[src/ht_params.svh]
`ifndef HT_PARAMS_SVH
`define HT_PARAMS_SVH

// Table geometry for the hash table
// The index width sets the slot count, so 6 bits gives 64 slots
`define HT_IDX_W 6

// Key taken from the bus address, bits 16 down to 2
`define HT_KEY_W 15

// Value stored under each key, the low half of the write data
`define HT_VAL_W 16

// Longest run of slots that one access may probe
// An insert that reaches this limit without a free slot ends in err
`define HT_PROBES 8

`endif

[src/ht_pkg.sv]
package ht_pkg;

	// Controller states
	// The encoding is fixed because the write tracker decodes it as well
	typedef enum logic [2:0] {
		ST_IDLE       = 3'd0,
		ST_HASH       = 3'd1,
		ST_READ       = 3'd2,
		ST_COMPARE    = 3'd3,
		ST_COMMIT     = 3'd4,
		ST_ACK        = 3'd5,
		ST_CLEAR      = 3'd6,
		ST_CLEAR_DONE = 3'd7
	} ht_state_e;

	// One table slot as the controller sees it
	// Valid sits in the top bit so a zero word is an empty slot
	typedef struct packed {
		logic        valid;
		logic [14:0] key;
		logic [15:0] value;
	} ht_entry_t;

	// The same 32-bit slot word seen two ways
	// Memory and bus move the raw word, compare and build use the fields
	typedef union packed {
		logic [31:0] raw;
		ht_entry_t   fields;
	} ht_entry_u;

endpackage

[src/ht_ctrl.sv]
`timescale 1ns/1ps
`include "ht_params.svh"

module ht_ctrl import ht_pkg::*; (
	input  logic                 rst,
	input  logic                 clk,
	input  logic                 cs,
	input  logic                 cyc,
	input  logic                 stb,
	input  logic [`HT_KEY_W+1:0] adr,
	input  logic [31:0]          dat_i,
	input  logic                 wea,
	input  logic [`HT_IDX_W-1:0] home_idx,
	input  logic [31:0]          ram_rdata,
	output ht_state_e            state,
	output logic [`HT_KEY_W-1:0] key,
	output logic [`HT_IDX_W-1:0] ram_addr,
	output logic                 ram_wr,
	output logic [31:0]          ram_wdata,
	output logic [31:0]          dat_o,
	output logic                 ack,
	output logic                 err
);

	// Probe counter wide enough to count HT_PROBES slots
	localparam int PROBE_W = $clog2(`HT_PROBES);
	localparam logic [PROBE_W-1:0] PROBE_LAST = PROBE_W'(`HT_PROBES - 1);

	logic                 req_valid;
	logic                 busy;
	logic                 key_match;
	logic [`HT_IDX_W-1:0] clr_idx;
	logic [`HT_IDX_W-1:0] probe_idx;
	logic [PROBE_W-1:0]   probe_cnt;
	logic [`HT_VAL_W-1:0] value;
	logic                 slot_found;
	ht_entry_u            rd_entry;
	ht_entry_u            hit_entry;
	ht_entry_u            wr_entry;

	assign req_valid = cs & cyc & stb;

	// States in which an access holds the bus and may be abandoned
	assign busy = (state == ST_HASH) || (state == ST_READ) ||
		(state == ST_COMPARE) || (state == ST_COMMIT);

	// Slot word returned by the memory, decoded into its fields
	assign rd_entry = ht_entry_u'(ram_rdata);

	// A live slot holding our key
	assign key_match = rd_entry.fields.valid && (rd_entry.fields.key == key);

	// New entry for an insert or an update in place
	always_comb begin
		wr_entry.fields.valid = 1'b1;
		wr_entry.fields.key = key;
		wr_entry.fields.value = value;
	end

	// ======================================================================
	// Memory port
	// ======================================================================

	// The sweep owns the port while it runs, otherwise the probe index does
	always_comb begin
		ram_addr = probe_idx;
		ram_wr = 1'b0;
		ram_wdata = wr_entry.raw;
		if (state == ST_CLEAR) begin
			ram_addr = clr_idx;
			ram_wr = 1'b1;
			ram_wdata = '0;
		end else if (state == ST_COMMIT) begin
			// Write only when a slot was found and the master still waits
			ram_wr = wea & slot_found & req_valid;
		end
	end

	// ======================================================================
	// Sequencer
	// ======================================================================

	always_ff @(posedge clk) begin
		if (rst) begin
			state <= ST_CLEAR;
			clr_idx <= '0;
			ack <= 1'b0;
			err <= 1'b0;
		end else if (busy && !req_valid) begin
			// Strobe withdrawn, so drop the access without ack and without a write
			state <= ST_IDLE;
		end else begin
			// Ack and err last only for the ST_ACK cycle
			ack <= 1'b0;
			err <= 1'b0;
			case (state)
			ST_CLEAR: begin
				// One slot per cycle, the last slot moves on
				clr_idx <= clr_idx + 1'b1;
				if (&clr_idx)
					state <= ST_CLEAR_DONE;
			end
			ST_CLEAR_DONE: state <= ST_IDLE;
			ST_IDLE: begin
				// Take the key and the value once, the bus may change later
				if (req_valid) begin
					key <= adr[`HT_KEY_W+1:2];
					value <= dat_i[`HT_VAL_W-1:0];
					state <= ST_HASH;
				end
			end
			ST_HASH: begin
				// The hash settles from the latched key during this cycle
				probe_idx <= home_idx;
				probe_cnt <= '0;
				state <= ST_READ;
			end
			ST_READ: state <= ST_COMPARE;
			ST_COMPARE: begin
				// Keep the slot word for a read only when it is our key
				hit_entry.raw <= key_match ? rd_entry.raw : '0;
				if (key_match || !rd_entry.fields.valid) begin
					// Our key or an empty slot ends the probe run
					slot_found <= 1'b1;
					state <= ST_COMMIT;
				end else if (probe_cnt == PROBE_LAST) begin
					slot_found <= 1'b0;
					state <= ST_COMMIT;
				end else begin
					// Linear probing wraps around the end of the table
					probe_idx <= probe_idx + 1'b1;
					probe_cnt <= probe_cnt + 1'b1;
					state <= ST_READ;
				end
			end
			ST_COMMIT: begin
				// An insert into a full probe run is refused
				if (wea && !slot_found)
					err <= 1'b1;
				else
					ack <= 1'b1;
				// Reads return the entry, or zero when the key is absent
				if (!wea)
					dat_o <= hit_entry.raw;
				state <= ST_ACK;
			end
			ST_ACK: state <= ST_IDLE;
			default: state <= ST_IDLE;
			endcase
		end
	end

endmodule

[src/ht_hash.sv]
`timescale 1ns/1ps
`include "ht_params.svh"

module ht_hash (
	input  logic [`HT_KEY_W-1:0] key,
	output logic [`HT_IDX_W-1:0] home_idx
);

	// The key is cut into three 6-bit slices
	logic [`HT_IDX_W-1:0] slice_lo;
	logic [`HT_IDX_W-1:0] slice_mid;
	logic [`HT_IDX_W-1:0] slice_hi;

	// Low slice covers key bits 5 to 0
	assign slice_lo = key[5:0];

	// Middle slice covers key bits 11 to 6
	assign slice_mid = key[11:6];

	// Only three key bits are left for the top slice, padded with zeros
	assign slice_hi = {3'b000, key[14:12]};

	// Folding by exclusive-or spreads keys that differ in any slice
	// Linear probing starts at this index
	assign home_idx = slice_lo ^ slice_mid ^ slice_hi;

endmodule

[src/ht_ram.sv]
`timescale 1ns/1ps
`include "ht_params.svh"

module ht_ram import ht_pkg::*; (
	input  logic                 clk,
	input  logic [`HT_IDX_W-1:0] addr,
	input  logic                 wr,
	input  logic [31:0]          wdata,
	output logic [31:0]          rdata
);

	// One entry word per slot
	ht_entry_u mem [0:(1 << `HT_IDX_W) - 1];

	// Single port, so a read and a write in one cycle share the address
	// Nonblocking assignment makes the port read-first, the old word comes out
	always_ff @(posedge clk) begin
		if (wr)
			mem[addr].raw <= wdata;
		// Read data is registered every cycle whether or not it is wanted
		rdata <= mem[addr].raw;
	end

endmodule

[src/ht_top.sv]
`timescale 1ns/1ps
`include "ht_params.svh"

module ht_top import ht_pkg::*; (
	input  logic                 clk,
	input  logic                 rst,
	input  logic                 cs,
	input  logic                 cyc,
	input  logic                 stb,
	input  logic                 we,
	input  logic [`HT_KEY_W+1:0] adr,
	input  logic [31:0]          dat_i,
	output logic [31:0]          dat_o,
	output logic                 ack,
	output logic                 err
);

	// ======================================================================
	// Internal nets
	// ======================================================================

	// Controller state, decoded by the write tracker
	ht_state_e            state;
	// Registered write intention of the current access
	logic                 wea;
	// Latched key and its home slot
	logic [`HT_KEY_W-1:0] key;
	logic [`HT_IDX_W-1:0] home_idx;
	// Table memory port
	logic [`HT_IDX_W-1:0] ram_addr;
	logic                 ram_wr;
	logic [31:0]          ram_wdata;
	logic [31:0]          ram_rdata;

	// ======================================================================
	// Blocks
	// ======================================================================

	// Sweep, probe and bus acknowledge sequencing
	ht_ctrl u_ctrl (
		.rst       (rst),
		.clk       (clk),
		.cs        (cs),
		.cyc       (cyc),
		.stb       (stb),
		.adr       (adr),
		.dat_i     (dat_i),
		.wea       (wea),
		.home_idx  (home_idx),
		.ram_rdata (ram_rdata),
		.state     (state),
		.key       (key),
		.ram_addr  (ram_addr),
		.ram_wr    (ram_wr),
		.ram_wdata (ram_wdata),
		.dat_o     (dat_o),
		.ack       (ack),
		.err       (err)
	);

	// Tracks whether this access writes, cancelled when the strobe goes away
	ht_wea u_wea (
		.rst   (rst),
		.clk   (clk),
		.state (state),
		.cs    (cs),
		.cyc   (cyc),
		.stb   (stb),
		.we    (we),
		.wea   (wea)
	);

	ht_hash u_hash (
		.key      (key),
		.home_idx (home_idx)
	);

	ht_ram u_ram (
		.clk   (clk),
		.addr  (ram_addr),
		.wr    (ram_wr),
		.wdata (ram_wdata),
		.rdata (ram_rdata)
	);

endmodule

[src/ht_wea.sv]
`timescale 1ns/1ps

module ht_wea import ht_pkg::*; (
	input  logic      rst,
	input  logic      clk,
	input  ht_state_e state,
	input  logic      cs,
	input  logic      cyc,
	input  logic      stb,
	input  logic      we,
	output logic      wea
);

	logic req_valid;

	// A request counts only while all three bus qualifiers are high
	assign req_valid = cs & cyc & stb;

	// Write intention of the access in progress
	always_ff @(posedge clk) begin
		if (rst) begin
			wea <= 1'b0;
		end else begin
			case (state)
			// Sample the bus direction once the probe address goes out
			ST_READ:       wea <= we;
			// A master that let go of the bus no longer wants the write
			ST_COMMIT:
				if (!req_valid)
					wea <= 1'b0;
			// The sweep is one long write of empty words
			ST_CLEAR:      wea <= 1'b1;
			ST_CLEAR_DONE: wea <= 1'b0;
			default:       ;
			endcase
		end
	end

endmodule

[config.mk]
export PLATFORM = sky130hd
export DESIGN_NAME = ht_top
export DESIGN_NICKNAME = d
export VERILOG_FILES = /design/src/ht_pkg.sv /design/src/ht_ctrl.sv /design/src/ht_hash.sv /design/src/ht_ram.sv /design/src/ht_top.sv /design/src/ht_wea.sv
export VERILOG_INCLUDE_DIRS = /design/src
export SDC_FILE = /design/constraint.sdc
export NUM_CORES = 2
export LEC_CHECK = 0
export BUFFER_PORTS_ARGS = -buffer_cell sky130_fd_sc_hd__buf_2
export CAP_MARGIN = 20
export CORE_UTILIZATION = 45
export DETAILED_ROUTE_END_ITERATION = 8
export GPL_TIMING_DRIVEN = 0
export HOLD_SLACK_MARGIN = 0.02
export MAX_ROUTING_LAYER = met4
export PLACE_DENSITY_LB_ADDON = 0.15
export SYNTH_ARGS = -nofsm -noshare
export SYNTH_HDL_FRONTEND = slang
export SYNTH_HIERARCHICAL = 1
export SYNTH_SLANG_ARGS = --single-unit
[constraint.sdc]
create_clock -name clk -period 7.85 [get_ports clk]
set_input_delay 1.1775 -clock clk [delete_from_list [all_inputs] [get_ports clk]]
set_output_delay 1.1775 -clock clk [all_outputs]
set_load 0.005 [all_outputs]
==> summary.md <==
| Metric | Value |
|---|---|
| Slowest-stage cell, CP | `nor2_4` |
| Worst Path Max Fanout | `73` |
| Critical path endpoint category | `flip-flop` |
| Worst r2r path cells | `15` |
| Worst path cell trace | `and3b_1 > inv_2 > buf_2 > buf_4 > nand2_1 > nand2_1 > buf_2 > buf_2 > buf_2 > buf_2 > buf_2 > buf_2 > nand3_1 > nor2_4 > buf_16` |
| Chip width | `433 um` |
| Core footprint | `184000 um^2` |
| Total CTS buffers | `220` |
| Initial core utilization | `0.455` |
| Wire per inst | `35.9 um` |
| Critical Path RT | `8.40 ns` |
| GRT Total Usage | `0.301` |
| Seq/Total Area, Yosys | `0.783` |
| DRC viols | `0` |
| Grt ovf | `0` |
| Proportion of layout cells with a drive suffix above 1 | `0.189` |
| Post-synth top area share | `0.772` |
| Hold Path Class | `reg2reg` |
| Worst-path clk slew | `0.06 ns` |
| RR Endpoint | `u_ram/mem[60][13]` |
| Multi-input logic area | `17400 um^2` |
| Count leader, synth | `edfxtp_1` |
| DRT iter0 DRCs | `6669` |
| Slew @ Worst Pin | `1.36 ns` |
| Synth-to-Final Area Change | `16.0%` |
| PortBufs | `70` |
| Longest Clk Path Bufs | `3` |
| Die Height | `433 um` |
| HPWL Detailed | `189000 um` |
| Crit-path leading delay family | `buffers and inverters` |
| Post-layout instance area | `97100 um^2` |
| FMAX | `127 MHz` |
| Hold Vio Cnt, Final | `0` |
| Ys flop type | `edfxtp_1` |
| DR vias | `48000` |
| Synthesized instance count | `4574` |
| Clock Latency Late Sink | `0.87 ns` |
| CP most frequent cell | `buf_2` |
| Synth Warn # | `6` |
| Static leakage | `31.4 nW` |
| Area leader, netlist | `edfxtp_1` |
| Final worst path period share | `1.00` |
| Max_cap viols | `0` |
| Slew margin rel. | `0.0820` |
| Top cells by area, synth | `edfxtp_1, mux2i_1, mux4_2, mux2_2, a221oi_1` |
| Post-synth ARST share | `0` |
| Post-CTS sizing | `0` |
| Max VDD drop | `0.283 mV` |
| Via density | `6.26` |
| Dpl cell area | `90100 um^2` |
| Row count | `157` |
| Clock Skew | `0.0336 ns` |
| Crit path time final | `7.85 ns` |
| Post-synthesis cell type count | `67` |
| Clock sink total | `2197` |
| FF-to-FF Start | `u_ctrl/state[0]` |
| Final Max Slew Viols | `0` |
| Worst setup path endpoint | `u_ram/mem[60][13]` |
| Largest net degree at the start of global routing | `74` |
| CTS Hold Buffers Added | `0` |
| CP Depth | `15` |
| Clk root buf | `clkbuf_16` |
| Netlist Area Pre-Place | `83700 um^2` |
| Synth Net Count | `4633` |
| Data arrival time of the critical path | `8.40 ns` |
| Post-CTS Setup Inserts | `0` |
| Status | `finished clean` |
| Drt first pass iters | `7` |
| Critical Path Max Stage Delay | `1.16 ns` |
| Final Power | `40.6 mW` |
| Filler Cell Count | `14800` |
| Number of flops mapped to enable cells by yosys | `2153` |
| IO Count | `89` |
| Reg2reg setup slack | `0.00008 ns` |
| Top post-synthesis cells by count | `edfxtp_1, mux2i_1, a22oi_1, a221oi_1, clkbuf_1` |
| Unrepaired setup endpoints after global routing | `no` |
| WL final | `275000 um` |
| Yosys reg bits | `2197` |
| P per Cell Area | `418 nW/um^2` |
| Htree depth | `4` |
| Gpl congestion | `1.07` |
| Mean Syn Cell Area | `18.3 um^2` |
| Worst Setup SP | `u_ctrl/state[0]` |
| Endpoints failing setup | `0` |
| Initial antenna violation count | `28` |
| Vias in the first global route | `45700` |
| # nets final | `5057` |
| First-pass GRT wire length | `373000 um` |
| Critical path type | `reg2reg` |
| Die Footprint | `188000 um^2` |
| CTS tree | `yes` |
| Crit path buf inv count | `10` |
| Sequential cell area | `65500 um^2` |
| ANT nets after route | `0` |
| Crit start category | `flip-flop` |
## layout by cell type, fill, tap and decap left out, types with 32 or more instances in the layout
cell,instances
clkbuf_1,229
buf_4,32
nand2_1,59
mux4_2,96
buf_12,69
mux2_2,148
a31oi_1,47
o22ai_1,94
dfxtp_1,44
edfxtp_1,2153
and3_1,89
a22oi_1,188
o21ai_0,84
o22a_1,70
clkinv_1,54
a22o_1,66
nor2_1,101
nand3_1,62
clkbuf_16,223
a221oi_1,175
a21oi_1,123
clkinv_2,36
nor2_4,65
buf_1,34
buf_2,160
mux2i_1,259
## worst reg2reg max path, delay by kind of cell (launching register included)
family                 cells  cell delay [ns]
flip-flops                 1             0.54
AND/OR/NAND/NOR            5             2.71
buffers and inverters     10             4.29
## layout make-up
type / count / area share
Buffer: 310 / 0.0144
Clock buffer: 289 / 0.0608
Sequential cell: 2197 / 0.675
Antenna cell: 19 / 0.000490
Tap cell: 2464 / 0.0318
Multi-Input combinational cell: 2061 / 0.180
Timing Repair Buffer: 202 / 0.0281
Clock inverter: 118 / 0.00978
Inverter: 6 / 0.000232
## routing by layer
| metal | wire length [um] | global-route usage | up-vias | share of wire |
|---|---|---|---|---|
| met1 | 109000 | 0.397 | 25100 | 0.40 |
| met5 | 0 | - | - | 0 |
| met3 | 28200 | 0.0768 | 541 | 0.10 |
| li1 | - | - | 19700 | - |
| met4 | 13400 | 0.125 | 0 | 0.049 |
| met2 | 124000 | 0.444 | 2570 | 0.45 |
## logic make-up (layout without fill, tap and decap cells)
family	after synthesis	count (layout)	synth area share
AOI/OAI and AO/OA	952	952	0.0831
and+or+nand+nor	571	571	0.0362
buffers and inverters	316	925	0.0169
xor gates and xnor gates	31	31	0.00378
DFF	2197	2197	0.783
muxes	503	503	0.0767
other	0	19	0
adders and majority gates	4	4	0.000598
## worst min path at each step
stage | startpoint | end | slack [ns] | cells past startpoint
2_1_floorplan | u_ctrl/hit_entry[0] | u_ctrl/dat_o[0] | 0.40 | 0
3_3_place_gp | u_ctrl/hit_entry[16] | u_ctrl/dat_o[16] | 0.40 | 0
3_5_place_dp | u_ctrl/hit_entry[20] | u_ctrl/dat_o[20] | 0.40 | 0
4_1_cts | u_ctrl/hit_entry[0] | u_ctrl/dat_o[0] | 0.42 | 0
5_1_grt | u_ctrl/hit_entry[24] | u_ctrl/dat_o[24] | 0.42 | 0
6_report | u_ctrl/hit_entry[20] | u_ctrl/dat_o[20] | 0.42 | 0
## registers in the layout, indices dropped and copies added, names as in the netlist
register           count
u_ctrl/value          16
u_ctrl/state           3
u_ctrl/err             1
u_ctrl/probe_idx       6
u_ctrl/clr_idx         6
u_ctrl/dat_o          32
u_ctrl/ack             1
u_ctrl/hit_entry      32
u_ctrl/slot_found      1
u_ram/rdata           32
u_ctrl/probe_cnt       3
u_ctrl/key            15
u_wea/wea              1
u_ram/mem           2048
## power breakdown
group / switching [mW] / total, mW / internal, mW
logic: 11.4 / 15.8 / 4.43
registers: 0.212 / 14.7 / 14.5
clock network: 4.43 / 10.1 / 5.68
total: 16.0 / 40.6 / 24.6
## through the flow
stage | hold slack, ns | std cells | setup slack [ns] | TNS (ns) | util
finish | 0.416 | 7666 | 0.0000782 | 0 | 0.528
global route | 0.422 | 7653 | 0.0513 | 0 | 0.528
CTS | 0.418 | 7641 | 0.241 | 0 | 0.527
detailed placement | 0.405 | 7234 | 0.269 | 0 | 0.490
global placement | 0.402 | 7108 | -2.08 | -2326.26 | 0.474
floorplan | 0.400 | 4574 | 2.67 | 0 | -
Note: power is estimated with default switching activity, not from simulation.
